### config.mk
export PLATFORM = sky130hd
export DESIGN_NAME = periph_soc
export DESIGN_NICKNAME = d
export VERILOG_FILES = /design/src/hdl/periph_pkg.sv /design/src/hdl/periph_slot_if.sv /design/src/hdl/periph_soc.sv /design/src/hdl/sync_fifo.sv /design/src/hdl/uart_rx.sv /design/src/hdl/uart_slot.sv /design/src/hdl/uart_tx.sv
export SDC_FILE = /design/constraint.sdc
export NUM_CORES = 1
export LEC_CHECK = 0
export ABC_AREA = 1
export ABC_CLOCK_PERIOD_IN_PS = 5700
export BUFFER_PORTS_ARGS = -buffer_cell sky130_fd_sc_hd__buf_4
export CAP_MARGIN = 20
export CELL_PAD_IN_SITES_DETAIL_PLACEMENT = 1
export CELL_PAD_IN_SITES_GLOBAL_PLACEMENT = 1
export CORE_AREA = 2 2 257 259
export CTS_CLUSTER_DIAMETER = 100
export DETAILED_ROUTE_END_ITERATION = 8
export DIE_AREA = 0 0 259 261
export GPL_ROUTABILITY_DRIVEN = 0
export GPL_TIMING_DRIVEN = 0
export PLACE_DENSITY = 0.68
export SLEW_MARGIN = 15
export SYNTH_ARGS = -nofsm -noshare
export SYNTH_HDL_FRONTEND = slang
export SYNTH_SLANG_ARGS = --single-unit
### constraint.sdc
create_clock -name msoc_clk -period 5.7 [get_ports msoc_clk]
set_input_delay 0.285 -clock msoc_clk [delete_from_list [all_inputs] [get_ports msoc_clk]]
set_output_delay 0.285 -clock msoc_clk [all_outputs]
set_load 0.05 [all_outputs]
### src/hdl/periph_pkg.sv
//********************
// peripheral package
// bus widths, slot map, UART register
// codes and shared types
//********************

package periph_pkg;

   // host bus
   typedef logic [17:0] addr_t;          // word address
   typedef logic [63:0] data_t;
   typedef logic [7:0]  be_t;            // byte write enables
   typedef logic [2:0]  slot_t;          // addr bits 17..15

   // uart payload and counters
   typedef logic [7:0]  uart_byte_t;
   typedef logic [8:0]  rx_entry_t;      // framing error above byte
   typedef logic [15:0] baud_t;          // clocks per serial bit
   typedef logic [11:0] fifo_cnt_t;      // wrapping push/pop count

   typedef enum logic [2:0]
   {
      UTX_IDLE,
      UTX_EMPTY,
      UTX_POP,
      UTX_START,
      UTX_INUSE
   } utx_state_t;

   // slot numbers
   localparam int SLOT_CTRL = 2;         // led and dip switches
   localparam int SLOT_UART = 6;

   // control slot word offsets, addr bits 7..3
   localparam int OFS_LED = 15;
   localparam int OFS_DIP = 31;

   // uart slot decode
   localparam int UART_SEL_BIT = 14;     // low selects the old keyboard space
   localparam int UART_OP_TX   = 0;      // op codes from addr bits 13..12
   localparam int UART_OP_POP  = 1;
   localparam int UART_OP_BAUD = 2;

   // uart constants
   localparam int BAUD_RESET      = 54;
   localparam int FIFO_DEPTH      = 16;
   localparam int FIFO_AW         = $clog2(FIFO_DEPTH);
   localparam int MAJ_TAPS        = 3;
   localparam int UART_FRAME_BITS = 10;  // start, 8 data, stop

endpackage

### src/hdl/periph_slot_if.sv
//********************
// decoded bus slot
// one host bus slot as seen by a peripheral
//********************

`timescale 1ns/1ps

interface periph_slot_if
   import periph_pkg::*;
   ();

   logic  sel;                           // slot addressed and en high
   logic  wr;                            // sel with any byte enable
   addr_t addr;
   data_t wrdata;
   data_t rdata;                         // combinational from peripheral

   modport host
   (
      output sel,
      output wr,
      output addr,
      output wrdata,
      input  rdata
   );

   modport periph
   (
      input  sel,
      input  wr,
      input  addr,
      input  wrdata,
      output rdata
   );

endinterface

### src/hdl/periph_soc.sv
//********************
// peripheral subsystem top
// slot decode, led and dip registers,
// uart slot and read data mux
//********************

`timescale 1ns/1ps

module periph_soc
   import periph_pkg::*;
(
   input  logic        msoc_clk,
   input  logic        rstn,
   input  logic        hid_en_i,
   input  be_t         hid_we_i,
   input  addr_t       hid_addr_i,
   input  data_t       hid_wrdata_i,
   output data_t       hid_rddata_o,
   input  logic [15:0] from_dip_i,
   output logic [7:0]  led_o,
   input  logic        uart_rx_i,
   output logic        uart_tx_o,
   output logic        uart_irq_o
);

   slot_t       slot;
   logic [4:0]  ofs;                     // control word offset
   logic        ctrl_wr;
   logic [15:0] dip_q;
   data_t       ctrl_rdata_q;

   periph_slot_if uart_bus ();

   assign slot    = hid_addr_i[17:15];
   assign ofs     = hid_addr_i[7:3];
   assign ctrl_wr = hid_en_i && (|hid_we_i) && (slot == slot_t'(SLOT_CTRL));

   assign uart_bus.sel    = hid_en_i && (slot == slot_t'(SLOT_UART));
   assign uart_bus.wr     = uart_bus.sel && (|hid_we_i);
   assign uart_bus.addr   = hid_addr_i;
   assign uart_bus.wrdata = hid_wrdata_i;

   always_ff @(posedge msoc_clk or negedge rstn)
   begin
      if (!rstn)
      begin
         led_o        <= '0;
         dip_q        <= '0;
         ctrl_rdata_q <= '0;
      end
      else
      begin
         dip_q <= from_dip_i;
         if (ctrl_wr && ofs == 5'(OFS_LED))
            led_o <= hid_wrdata_i[7:0];
         // registered read, one cycle behind the address
         ctrl_rdata_q <= (ofs == 5'(OFS_DIP)) ? data_t'(dip_q) : '0;
      end
   end

   uart_slot u_uart
   (
      .msoc_clk   (msoc_clk),
      .rstn       (rstn),
      .bus        (uart_bus),
      .uart_rx_i  (uart_rx_i),
      .uart_tx_o  (uart_tx_o),
      .uart_irq_o (uart_irq_o)
   );

   // unused slots read zero
   always_comb
   begin
      hid_rddata_o = '0;
      if (slot == slot_t'(SLOT_CTRL))
         hid_rddata_o |= ctrl_rdata_q;
      if (slot == slot_t'(SLOT_UART))
         hid_rddata_o |= uart_bus.rdata;
   end

endmodule

### src/hdl/sync_fifo.sv
//********************
// single clock FIFO
// circular buffer with show-ahead output
// and free running push/pop counters
//********************

`timescale 1ns/1ps

module sync_fifo
   import periph_pkg::*;
#(
   parameter int WIDTH = 8
)
(
   input  logic             msoc_clk,
   input  logic             rstn,
   input  logic             push_i,
   input  logic             pop_i,
   input  logic [WIDTH-1:0] din_i,
   output logic [WIDTH-1:0] dout_o,
   output logic             full_o,
   output logic             empty_o,
   output fifo_cnt_t        wrcount_o,
   output fifo_cnt_t        rdcount_o
);

   logic [WIDTH-1:0] mem [FIFO_DEPTH];
   fifo_cnt_t        wr_cnt_q;
   fifo_cnt_t        rd_cnt_q;
   fifo_cnt_t        level;
   logic             push_ok;
   logic             pop_ok;

   // depth divides 4096, so the counters double as pointers
   assign level   = wr_cnt_q - rd_cnt_q;
   assign full_o  = (level == fifo_cnt_t'(FIFO_DEPTH));
   assign empty_o = (level == '0);
   assign push_ok = push_i && !full_o;   // drop when full
   assign pop_ok  = pop_i && !empty_o;

   assign dout_o    = mem[rd_cnt_q[FIFO_AW-1:0]];   // head, show-ahead
   assign wrcount_o = wr_cnt_q;
   assign rdcount_o = rd_cnt_q;

   always_ff @(posedge msoc_clk or negedge rstn)
   begin
      if (!rstn)
      begin
         wr_cnt_q <= '0;
         rd_cnt_q <= '0;
      end
      else
      begin
         if (push_ok)
            wr_cnt_q <= wr_cnt_q + 1'b1;
         if (pop_ok)
            rd_cnt_q <= rd_cnt_q + 1'b1;
      end
   end

   always_ff @(posedge msoc_clk)
   begin
      if (push_ok)
         mem[wr_cnt_q[FIFO_AW-1:0]] <= din_i;
   end

endmodule

### src/hdl/uart_rx.sv
//********************
// uart receiver
// majority filtered line, start detect and
// mid-bit sampling into a byte with error flag
//********************

`timescale 1ns/1ps

module uart_rx
   import periph_pkg::*;
(
   input  logic      msoc_clk,
   input  logic      rstn,
   input  baud_t     baud_i,
   input  logic      rx_i,
   output logic      valid_o,
   output rx_entry_t entry_o
);

   typedef enum logic [1:0]
   {
      URX_IDLE,
      URX_START,
      URX_DATA,
      URX_STOP
   } urx_state_t;

   logic [MAJ_TAPS-1:0] samp_q;
   logic                line_q;          // filtered line
   logic                line_prev_q;
   urx_state_t          state_q;
   baud_t               cnt_q;
   logic [2:0]          bit_idx_q;
   uart_byte_t          data_q;
   logic                sample;

   function automatic logic vote(input logic [MAJ_TAPS-1:0] s);
      int ones;
      ones = 0;
      for (int i = 0; i < MAJ_TAPS; i++)
         ones += int'(s[i]);
      return ones > MAJ_TAPS / 2;
   endfunction

   assign sample = (cnt_q == '0);

   always_ff @(posedge msoc_clk or negedge rstn)
   begin
      if (!rstn)
      begin
         samp_q      <= '1;
         line_q      <= 1'b1;
         line_prev_q <= 1'b1;
         state_q     <= URX_IDLE;
         cnt_q       <= '0;
         bit_idx_q   <= '0;
         valid_o     <= 1'b0;
      end
      else
      begin
         samp_q      <= {samp_q[MAJ_TAPS-2:0], rx_i};
         line_q      <= vote(samp_q);
         line_prev_q <= line_q;
         valid_o     <= 1'b0;
         if (state_q != URX_IDLE)
            cnt_q <= cnt_q - 16'd1;
         case (state_q)
            URX_IDLE:
               if (line_prev_q && !line_q)   // falling edge
               begin
                  state_q <= URX_START;
                  cnt_q   <= baud_i >> 1;    // to the middle of the start bit
               end
            URX_START:
               if (sample)
               begin
                  state_q   <= line_q ? URX_IDLE : URX_DATA;   // glitch goes back
                  cnt_q     <= baud_i - 16'd1;
                  bit_idx_q <= '0;
               end
            URX_DATA:
               if (sample)
               begin
                  cnt_q     <= baud_i - 16'd1;
                  bit_idx_q <= bit_idx_q + 3'd1;
                  if (bit_idx_q == 3'd7)
                     state_q <= URX_STOP;
               end
            default:
               if (sample)
               begin
                  valid_o <= 1'b1;
                  state_q <= URX_IDLE;
               end
         endcase
      end
   end

   // data shift and result capture
   always_ff @(posedge msoc_clk)
   begin
      if (state_q == URX_DATA && sample)
         data_q <= {line_q, data_q[7:1]};   // lsb arrives first
      if (state_q == URX_STOP && sample)
         entry_o <= {!line_q, data_q};      // low stop bit is a framing error
   end

endmodule

### src/hdl/uart_slot.sv
//********************
// uart register slot
// tx/rx FIFOs, baud register and the
// sequencer feeding the serializer
//********************

`timescale 1ns/1ps

module uart_slot
   import periph_pkg::*;
(
   input  logic               msoc_clk,
   input  logic               rstn,
   periph_slot_if.periph      bus,
   input  logic               uart_rx_i,
   output logic               uart_tx_o,
   output logic               uart_irq_o
);

   logic       uart_wr;
   logic [1:0] op;
   logic       tx_push_q;
   uart_byte_t tx_byte_q;
   uart_byte_t tx_head;
   uart_byte_t tx_hold_q;                // byte for the current frame
   logic       tx_full, tx_empty, tx_busy;
   fifo_cnt_t  tx_wrcount, tx_rdcount;
   logic       rx_pop, rx_valid;
   rx_entry_t  rx_entry, rx_head;
   logic       rx_full, rx_empty;
   fifo_cnt_t  rx_wrcount, rx_rdcount;
   baud_t      baud_q;
   utx_state_t state_q, state_d;

   assign uart_wr = bus.wr && bus.addr[UART_SEL_BIT];
   assign op      = bus.addr[13:12];
   assign rx_pop  = uart_wr && (op == 2'(UART_OP_POP));

   assign uart_irq_o = !rx_empty;

   always_ff @(posedge msoc_clk or negedge rstn)
   begin
      if (!rstn)
      begin
         tx_push_q <= 1'b0;
         baud_q    <= baud_t'(BAUD_RESET);
         state_q   <= UTX_IDLE;
      end
      else
      begin
         tx_push_q <= uart_wr && (op == 2'(UART_OP_TX));   // push one cycle later
         if (uart_wr && op == 2'(UART_OP_BAUD))
            baud_q <= bus.wrdata[15:0];
         state_q <= state_d;
      end
   end

   always_ff @(posedge msoc_clk)
   begin
      tx_byte_q <= bus.wrdata[7:0];
      if (state_q == UTX_POP)
         tx_hold_q <= tx_head;           // head moves on after the pop
   end

   always_comb
   begin
      state_d = state_q;
      case (state_q)
         UTX_IDLE:  state_d = UTX_EMPTY;
         UTX_EMPTY: if (!tx_empty) state_d = UTX_POP;
         UTX_POP:   state_d = UTX_START;
         UTX_START: state_d = UTX_INUSE;
         UTX_INUSE: if (!tx_busy) state_d = UTX_IDLE;
         default:   state_d = UTX_IDLE;
      endcase
   end

   sync_fifo #(.WIDTH(8)) u_tx_fifo
   (
      .msoc_clk  (msoc_clk),
      .rstn      (rstn),
      .push_i    (tx_push_q),
      .pop_i     (state_q == UTX_POP),
      .din_i     (tx_byte_q),
      .dout_o    (tx_head),
      .full_o    (tx_full),
      .empty_o   (tx_empty),
      .wrcount_o (tx_wrcount),
      .rdcount_o (tx_rdcount)
   );

   uart_tx u_tx
   (
      .msoc_clk (msoc_clk),
      .rstn     (rstn),
      .baud_i   (baud_q),
      .start_i  (state_q == UTX_START),
      .byte_i   (tx_hold_q),
      .busy_o   (tx_busy),
      .tx_o     (uart_tx_o)
   );

   uart_rx u_rx
   (
      .msoc_clk (msoc_clk),
      .rstn     (rstn),
      .baud_i   (baud_q),
      .rx_i     (uart_rx_i),
      .valid_o  (rx_valid),
      .entry_o  (rx_entry)
   );

   sync_fifo #(.WIDTH(9)) u_rx_fifo
   (
      .msoc_clk  (msoc_clk),
      .rstn      (rstn),
      .push_i    (rx_valid),             // dropped when full
      .pop_i     (rx_pop),
      .din_i     (rx_entry),
      .dout_o    (rx_head),
      .full_o    (rx_full),
      .empty_o   (rx_empty),
      .wrcount_o (rx_wrcount),
      .rdcount_o (rx_rdcount)
   );

   // bit 13 picks counts over status, bit 14 low is the keyboard space
   always_comb
   begin
      bus.rdata = '0;
      if (bus.sel && bus.addr[UART_SEL_BIT])
      begin
         if (bus.addr[13])
            bus.rdata = {4'b0, tx_wrcount, 4'b0, tx_rdcount,
                         4'b0, rx_wrcount, 4'b0, rx_rdcount};
         else
            bus.rdata = data_t'({rx_full, tx_full, rx_empty, rx_head});
      end
   end

endmodule

### src/hdl/uart_tx.sv
//********************
// uart serializer
// sends one 8N1 frame per start pulse,
// each bit baud_i clocks long
//********************

`timescale 1ns/1ps

module uart_tx
   import periph_pkg::*;
(
   input  logic       msoc_clk,
   input  logic       rstn,
   input  baud_t      baud_i,
   input  logic       start_i,
   input  uart_byte_t byte_i,
   output logic       busy_o,
   output logic       tx_o
);

   logic [8:0] frame_q;                  // stop bit above data, lsb first
   logic [3:0] bit_cnt_q;
   baud_t      div_cnt_q;
   logic       bit_end;
   logic       launch;

   assign launch  = start_i && !busy_o;  // pulses during a frame are ignored
   assign bit_end = (div_cnt_q == '0);

   always_ff @(posedge msoc_clk or negedge rstn)
   begin
      if (!rstn)
      begin
         busy_o    <= 1'b0;
         tx_o      <= 1'b1;              // line idles high
         bit_cnt_q <= '0;
         div_cnt_q <= '0;
      end
      else if (launch)
      begin
         busy_o    <= 1'b1;
         tx_o      <= 1'b0;              // start bit
         bit_cnt_q <= '0;
         div_cnt_q <= baud_i - 16'd1;
      end
      else if (busy_o)
      begin
         if (!bit_end)
            div_cnt_q <= div_cnt_q - 16'd1;
         else if (bit_cnt_q == 4'(UART_FRAME_BITS - 1))
         begin
            busy_o <= 1'b0;              // stop bit done
            tx_o   <= 1'b1;
         end
         else
         begin
            tx_o      <= frame_q[0];
            bit_cnt_q <= bit_cnt_q + 4'd1;
            div_cnt_q <= baud_i - 16'd1;
         end
      end
   end

   always_ff @(posedge msoc_clk)
   begin
      if (launch)
         frame_q <= {1'b1, byte_i};
      else if (busy_o && bit_end)
         frame_q <= {1'b1, frame_q[8:1]};
   end

endmodule

==> reports/metrics.csv, run 1 <==
stage;metric;value;unit
outcome;status;completed;
sta;final cycle utilization of the critical path;0.7757;
sta;maximum clock rate;226.2;MHz
floorplanning;floorplan die width;259;microns
worst_setup_path;Critical-path top delay cell;clkbuf_1;
finish;final net count;2722;
floorplanning;Cell Rows;94;
pwr;Logic pwr share;0.237;
route;first-pass iteration count of the detailed router;5;
synthesis;Ys Warns;0;
worst_setup_path;Top delay family on crit path;simple AND/OR/NAND/NOR gates;
pwr;Max rail drop VDD;0.2899;mV
hold_path;Hold Path Class;in2reg;
sta;Fin. Hold Viols;0;
pwr;clock share of power;0.356;
pwr;P_sw;0.003311;W
synthesis;Mean Syn Cell Area;9.601;sq um
worst_setup_path;worst path arrival time;4.14;ns
run;Max-Cap Viols;0;
pwr;internal power;0.006674;W
route;Starting DRT DRC Count;1237;
global_routing;grt peak-use layer;met2;
synthesis;Mapped Area;22450;sq um
worst_setup_path;r2r startpoint;u_uart.u_tx_fifo.rdcount_o[2];
worst_setup_path;r2r setup slk;1.47;ns
route;DR vias/cell;5.192;
clocking;CTS Sinks;470;
hold_path;Hold Crit Endpoint;ctrl_rdata_q[2];
synthesis;Synth top area share;0.4080;
global_routing;GR Overflow Total;0;
sta;Setup Viol. Count Final;0;
global_routing;initial antenna violation count;0;
global_routing;vias in the first global route;19040;
worst_setup_path;RR Endpoint;u_uart.u_tx_fifo.mem[4][3];
worst_setup_path;CP peak stage delay;0.61;ns
global_routing;met2 Usage GRT;0.3536;
synthesis;sequential share of the synthesized area;0.5907;
sta;unrepaired setup endpoints after global routing;false;
worst_setup_path;cells on worst reg2reg path;16;
worst_setup_path;CP Cell Sequence;inv_1 > clkbuf_1 > clkbuf_1 > ha_1 > nand2_1 > nand2_1 > nand2_1 > nand2_1 > nand2_1 > nand3_1 > nand2_1 > nand2_1 > nor2_2 > nand3_4 > nand2_1 > nand2_1 > nand2_1 > buf_4;
worst_setup_path;Critical Path Fanout Max;10;
worst_setup_path;Critical Path End Type;primary output;
route;post-route ant nets;0;
worst_setup_path;critical path type;reg2out;
clocking;CTS tree;built;
synthesis;cell count after synthesis;2338;
pwr;pwr/cell area;373.9;nW/um^2
floorplanning;die height;261;microns
route;Post-route DRC;0;
finish;leading cell type in the layout, fill and taps excluded;nand2_1;
global_routing;largest net degree at the start of global routing;83;
synthesis;dominant synthesized flop cell;edfxtp_1;
pwr;Leak;10.96;nW
synthesis;Post-synth EDFFs;305;
finish;Finished Core Util;0.4106;
clocking;Num CTS Buffers;53;
hold_path;Cells on Worst Hold Path;3;
worst_setup_path;Crit path top cell by count;nand2_1;
sta;Slew Viols, Final;0;
floorplanning;DIE AREA;67600;sq um
sta;setup TNS;0;ns
finish;ANT cells;0;
placement;DP HPWL;50950;microns
clocking;Setup Buffers After CTS;0;
route;Detailed Route WL;71210;microns
sta;slew of the pin with the lowest slew margin;1.064;ns
clocking;H-tree level count;2;
clocking;CTS root buf;clkbuf_16;
floorplanning;Ports;184;
synthesis;Post-synth ARST share;0.3340;
floorplanning;Starting Density;0.3451;
sta;Final min period;4.422;ns
sta;skew final;0.01537;ns
global_routing;met3 GRT Util;0.02352;
route;wire per inst;20.52;microns
synthesis;Area contributors post-synth;edfxtp_1 41%, dfrtp_1 16%, nand2_1 8.4%;
clocking;Reg clk slew, reported paths;0.06;ns
route;DR vias;18020;
worst_setup_path;Critical Path Start;u_uart.u_tx_fifo.rdcount_o[2];
hold_path;Worst Hold Launch;hid_addr_i[7];
pwr;switch share;0.3316;
global_routing;Tot GR Track Use;0.2101;
floorplanning;Core Footprint;65040;sq um
placement;Port Buffers;116;
synthesis;post-synth top area cell;edfxtp_1;
clocking;Clock Path Buffers;3;
worst_setup_path;Critical Path Source Type;flip-flop;
global_routing;first-pass GRT wire length;110500;microns
finish;most frequent cells in the layout;501 x nand2_1, 305 x edfxtp_1, 268 x nor2_1;
clocking;clock latency on the worst-skew pair;0.60;ns
finish;area delta synth->final;18.97;%
global_routing;GR Util met1;0.2856;
synthesis;synthesized flop and latch total;470;
pwr;Seq pwr share;0.407;
synthesis;post-synthesis cell type count;51;
worst_setup_path;CP Buf/Inv Count;4;
worst_setup_path;Worst Path Required;5.41;ns
finish;share of cells above drive strength 1;0.1155;
sta;max_slew headroom;0.2881;
worst reg2reg max path, cell delays in order, from the launching register on:
cell	delay, ns
dfrtp_1	0.40
inv_1	0.08
clkbuf_1	0.45
clkbuf_1	0.61
ha_1	0.42
nand2_1	0.09
nand2_1	0.06
inv_1	0.07
nand2_1	0.09
nand2_1	0.11
nand4_1	0.16
nand3_2	0.17
nor2_4	0.06
nand3_4	0.09
nand2_4	0.13
buf_8	0.19
nor2_1	0.69
routing by layer:
layer / vias up / part of all wire
met5: - / 0
met4: 0 / 0.023
met3: 100 / 0.050
met2: 482 / 0.48
met1: 9052 / 0.45
li1: 8382 / -
logic make-up after synthesis:
kind of cell | after synthesis | synth area share
buffers and inverters | 324 | 0.05858
AND/OR/NAND/NOR | 1097 | 0.2098
AO/OA/AOI/OAI | 322 | 0.08350
flip-flops | 470 | 0.5907
XOR/XNOR | 68 | 0.02653
other | 1 | 0.0001671
adder cells (fa/ha/maj) | 47 | 0.02620
multiplexers | 9 | 0.004515
sequential cells by signal (all words and copies together), names as in the netlist, 4 cells and up:
name                        flops
led_o                           8
dip_q                          16
u_uart.u_tx_fifo.wrcount_o     12
u_uart.u_rx_fifo.wrcount_o     12
u_uart.u_rx.cnt_q              16
u_uart.u_rx_fifo.rdcount_o     12
u_uart.u_tx_fifo.mem          128
u_uart.tx_hold_q                8
u_uart.u_rx_fifo.mem          144
u_uart.u_tx_fifo.rdcount_o     12
u_uart.u_rx.data_q              8
u_uart.u_tx.bit_cnt_q           4
u_uart.u_rx.entry_o             9
u_uart.tx_byte_q                8
u_uart.baud_q                  16
u_uart.u_tx.div_cnt_q          16
ctrl_rdata_q                   16
u_uart.u_tx.frame_q             8
cells in the mapped netlist, types with 3 or more instances:
master / count
xnor2_1: 4
nand2_2: 6
inv_1: 212
dfrtp_1: 147
o211ai_1: 16
a32oi_1: 4
inv_2: 4
buf_2: 10
o221ai_1: 25
a21oi_1: 27
buf_4: 14
clkbuf_1: 71
o31ai_1: 3
nand3_1: 173
xor2_1: 64
mux2_2: 9
buf_6: 3
nand3_2: 5
nor3_1: 67
dfstp_2: 10
o21ai_0: 175
o21ai_1: 12
nor2_4: 4
nor4_1: 9
nand3b_1: 3
nor2_2: 11
nand2_1: 501
or2_2: 4
a31oi_1: 6
nor2_1: 273
buf_1: 4
ha_1: 47
clkinv_1: 5
edfxtp_1: 305
o22ai_1: 42
dfxtp_1: 8
nand4_1: 35
what timing repair did:
| action | CTS | global route |
|---|---|---|
| endpoints found under the setup margin | 0 | 0 |
| hold endpoints to repair | 125 | 0 |
| hold buffers | 35 | 0 |
| gates resized for setup | 0 | 0 |
power by group through the flow:
stage / logic, W / clock network [W] / registers (W)
final: 0.00237 / 0.00355 / 0.00406
after global routing: 0.00266 / 0.00373 / 0.00409
after detailed placement: 0.00234 / 0 / 0.00413
after floorplan: 0.00155 / 0 / 0.00407
after global placement: 0.00226 / 0 / 0.00412
after CTS: 0.00238 / 0.00361 / 0.00406
how the worst max path moves through the flow:
stage	slack [ns]	depth (start not counted)	to
2_1_floorplan	2.72	16	u_uart.u_tx_fifo.mem[14][0]
3_3_place_gp	1.43	15	u_uart.u_rx_fifo.mem[9][5]
3_5_place_dp	1.42	16	u_uart.u_tx_fifo.mem[15][3]
4_1_cts	1.25	18	hid_rddata_o[10]
5_1_grt	0.96	18	hid_rddata_o[10]
6_report	1.28	18	hid_rddata_o[10]
layout make-up:
class | instances | area [sq um]
Tap cell | 864 | 1081
Inverter | 221 | 829.5
Clock inverter | 39 | 436.7
Fill cell | 7368 | 38330
Clock buffer | 57 | 1341
Timing Repair Buffer | 161 | 1346
Sequential cell | 470 | 13260
Buffer | 103 | 485.5
Multi-Input combinational cell | 1555 | 7925
metrics by stage:
step	setup WS [ns]	instance area, sq um	cells	hold WS [ns]	power [W]
floorplan	2.720	22490	2349	-0.01059	0.005627
global placement	1.426	24440	3329	0.3563	0.006371
detailed placement	1.418	24550	3336	0.3184	0.006470
CTS	1.248	26680	3467	0.09683	0.01005
global route	0.9631	26710	3470	0.1511	0.01048
finish	1.278	26710	3470	0.1238	0.009985
Power figures use the tool's default switching activity.
==> inputs of run 2 (changes only) <==
--- a/config.mk
+++ b/config.mk
@@ -6,7 +6,7 @@
 export NUM_CORES = 1
 export LEC_CHECK = 0
 export ABC_AREA = 1
-export ABC_CLOCK_PERIOD_IN_PS = 5700
+export ABC_CLOCK_PERIOD_IN_PS = 3900
 export BUFFER_PORTS_ARGS = -buffer_cell sky130_fd_sc_hd__buf_4
 export CAP_MARGIN = 20
 export CELL_PAD_IN_SITES_DETAIL_PLACEMENT = 1
@@ -17,7 +17,7 @@
 export DIE_AREA = 0 0 259 261
 export GPL_ROUTABILITY_DRIVEN = 0
 export GPL_TIMING_DRIVEN = 0
-export PLACE_DENSITY = 0.68
+export PLACE_DENSITY = 0.7
 export SLEW_MARGIN = 15
 export SYNTH_ARGS = -nofsm -noshare
 export SYNTH_HDL_FRONTEND = slang
==> constraint.sdc (replaced) <==
create_clock -name msoc_clk -period 3.9 [get_ports msoc_clk]
set_input_delay 0.195 -clock msoc_clk [delete_from_list [all_inputs] [get_ports msoc_clk]]
set_output_delay 0.195 -clock msoc_clk [all_outputs]
set_load 0.05 [all_outputs]
==> run 2 against run 1 <==
Effect of this change: via count grew 0.79%; sequential power grew 47%; core utilization grew 0.18 points; clock power grew 49%; non-clock buffer count shrank 1; critical endpoint is now hid_rddata_o[5]; register-to-register slack lost 1.2 ns; worst hold slack lost 0.10 ns.
==> reports/metrics.csv, run 2 (synthesis gave the netlist of run 1 again) <==
stage;metric;value;unit
hold_path;Hold Crit Endpoint;ctrl_rdata_q[0];
sta;final cycle utilization of the critical path;0.9783;
finish;most frequent cells in the layout;501 x nand2_1, 305 x edfxtp_1, 259 x nor2_1;
worst_setup_path;Critical Path Start;u_uart.u_rx_fifo.rdcount_o[0];
worst_setup_path;r2r startpoint;u_uart.u_rx_fifo.rdcount_o[1];
worst_setup_path;Worst Path Required;3.70;ns
global_routing;initial antenna violation count;0;
worst_setup_path;cells on worst reg2reg path;16;
pwr;Leak;10.99;nW
clocking;Reg clk slew, reported paths;0.07;ns
floorplanning;DIE AREA;67600;sq um
global_routing;vias in the first global route;19160;
route;DR vias/cell;5.231;
floorplanning;Cell Rows;94;
placement;Placed Area;24550;sq um
placement;DP HPWL;51230;microns
clocking;CTS Sinks;470;
route;DR vias;18160;
route;Detailed Route WL;71050;microns
route;Post-route DRC;0;
sta;Final min period;3.815;ns
floorplanning;Ports;184;
placement;pre-CTS worst setup slack;-0.3992;ns
global_routing;largest net degree at the start of global routing;84;
floorplanning;floorplan die width;259;microns
finish;Non-Filler Instances;3471;
finish;Finished Core Util;0.4124;
worst_setup_path;worst path arrival time;3.62;ns
finish;Final Instance Area;26820;sq um
finish;share of cells above drive strength 1;0.1270;
sta;setup ws final;0.08470;ns
clocking;Clock Path Buffers;3;
sta;Fin. Hold Viols;0;
worst_setup_path;critical path type;reg2out;
sta;maximum clock rate;262.1;MHz
placement;Port Buffers;116;
finish;leading cell type in the layout, fill and taps excluded;nand2_1;
sta;Setup Viol. Count Final;0;
clocking;CTS tree;built;
worst_setup_path;CP peak stage delay;0.51;ns
placement;placed cell count;3337;
worst_setup_path;r2r setup slk;0.23;ns
finish;final net count;2720;
sta;skew final;0.03825;ns
route;first-pass iteration count of the detailed router;5;
run;Max-Cap Viols;0;
route;Starting DRT DRC Count;1271;
pwr;Max rail drop VDD;0.3705;mV
sta;slew of the pin with the lowest slew margin;1.031;ns
global_routing;Tot GR Track Use;0.2088;
clocking;Num CTS Buffers;52;
clocking;CTS root buf;clkbuf_16;
worst_setup_path;RR Endpoint;u_uart.u_rx_fifo.mem[0][3];
worst_setup_path;Critical-path top delay cell;dfrtp_1;
clocking;H-tree level count;2;
route;post-route ant nets;0;
global_routing;GR Overflow Total;0;
sta;Hold Slack;0.02397;ns
sta;max_slew headroom;0.3126;
finish;ANT cells;0;
worst_setup_path;CP Buf/Inv Count;3;
worst_setup_path;CP Cell Sequence;clkbuf_1 > clkbuf_1 > o21ai_0 > o22ai_1 > nand2_1 > a21oi_1 > o21ai_0 > nand2_1 > buf_4;
worst_setup_path;Critical Path Source Type;flip-flop;
floorplanning;Starting Density;0.3451;
worst_setup_path;Top delay family on crit path;buffers and inverters;
clocking;clock latency on the worst-skew pair;0.62;ns
outcome;status;completed;
sta;Slew Viols, Final;0;
finish;area delta synth->final;19.49;%
worst_setup_path;Critical Path End Type;primary output;
hold_path;Cells on Worst Hold Path;3;
floorplanning;die height;261;microns
floorplanning;Core Footprint;65040;sq um
finish;Largest register FFs;144;
hold_path;Worst Hold Launch;hid_addr_i[7];
worst_setup_path;Critical Path Fanout Max;10;
global_routing;first-pass GRT wire length;110000;microns
hold_path;Hold Path Class;in2reg;
pwr;pwr/cell area;547.1;nW/um^2
route;wire per inst;20.47;microns
sta;unrepaired setup endpoints after global routing;true;
## run 2: cell types whose count changed in the layout (fill, tap and decap cells not counted), sizes merged
cell	delta
clkinvlp	+6
buf	+4
clkinv	-6
inv	-4
clkbuf	+1
## run 2: metal layers
metal,global-route usage,up-vias,wire [microns]
li1,-,8376,-
met1,0.2804,9186,31450
met2,0.3539,495,34130
met3,0.02691,101,3667
met4,0.06118,0,1799
met5,0,-,0
## run 2: how the worst max path moves through the flow
stage	slack, ns	endpoint	cells past startpoint
after detailed placement	-0.40	u_uart.u_rx_fifo.mem[8][6]	15
after floorplan	0.92	u_uart.u_tx_fifo.mem[14][0]	16
after CTS	0.01	hid_rddata_o[5]	10
final	0.08	hid_rddata_o[5]	9
after global routing	-0.06	hid_rddata_o[5]	9
after global placement	-0.27	u_uart.u_rx_fifo.mem[13][5]	15
## run 2: layout make-up
type                            instances  area [sq um]
Multi-Input combinational cell       1555          7959
Fill cell                            7341         38220
Clock buffer                           63          1384
Clock inverter                         35         452.9
Timing Repair Buffer                  164          1365
Tap cell                              864          1081
Inverter                              221         842.1
Sequential cell                       470         13260
Buffer                                 99         475.5
## run 2: what timing repair did
action                                 in CTS  in global routing
hold buffers                               35                  0
setup endpoints to repair                 240                233
gates resized for setup                    12                 16
buffers inserted                            0                  4
endpoints found under the hold margin     124                  0
## run 2: worst reg2reg max path: stages (launching register included)
cell        delay [ns]
dfrtp_1           0.58
clkinvlp_4        0.36
ha_1              0.44
nand2_1           0.11
nand2_1           0.16
nand2_1           0.10
nand2_1           0.09
nand2_1           0.08
nand2_1           0.06
nand2_1           0.04
nand2_1           0.11
nor2_4            0.07
nand3_4           0.13
nand2_4           0.12
buf_6             0.18
nor2_1            0.51
buf_6             0.23
## run 2: metrics by stage
stage | power [W] | setup TNS (ns)
2_1_floorplan | 0.008223 | 0
3_3_place_gp | 0.009275 | -34.73
3_5_place_dp | 0.009425 | -43.29
4_1_cts | 0.01476 | 0
5_1_grt | 0.01538 | -0.1155
6_report | 0.01467 | 0
## run 2: power breakdown
part	total, W	internal [W]	switching, W
Sequential	0.00597	0.00564	0.000327
Combinational	0.00342	0.00104	0.00238
Clock	0.00529	0.00314	0.00215
Total	0.0147	0.00982	0.00485
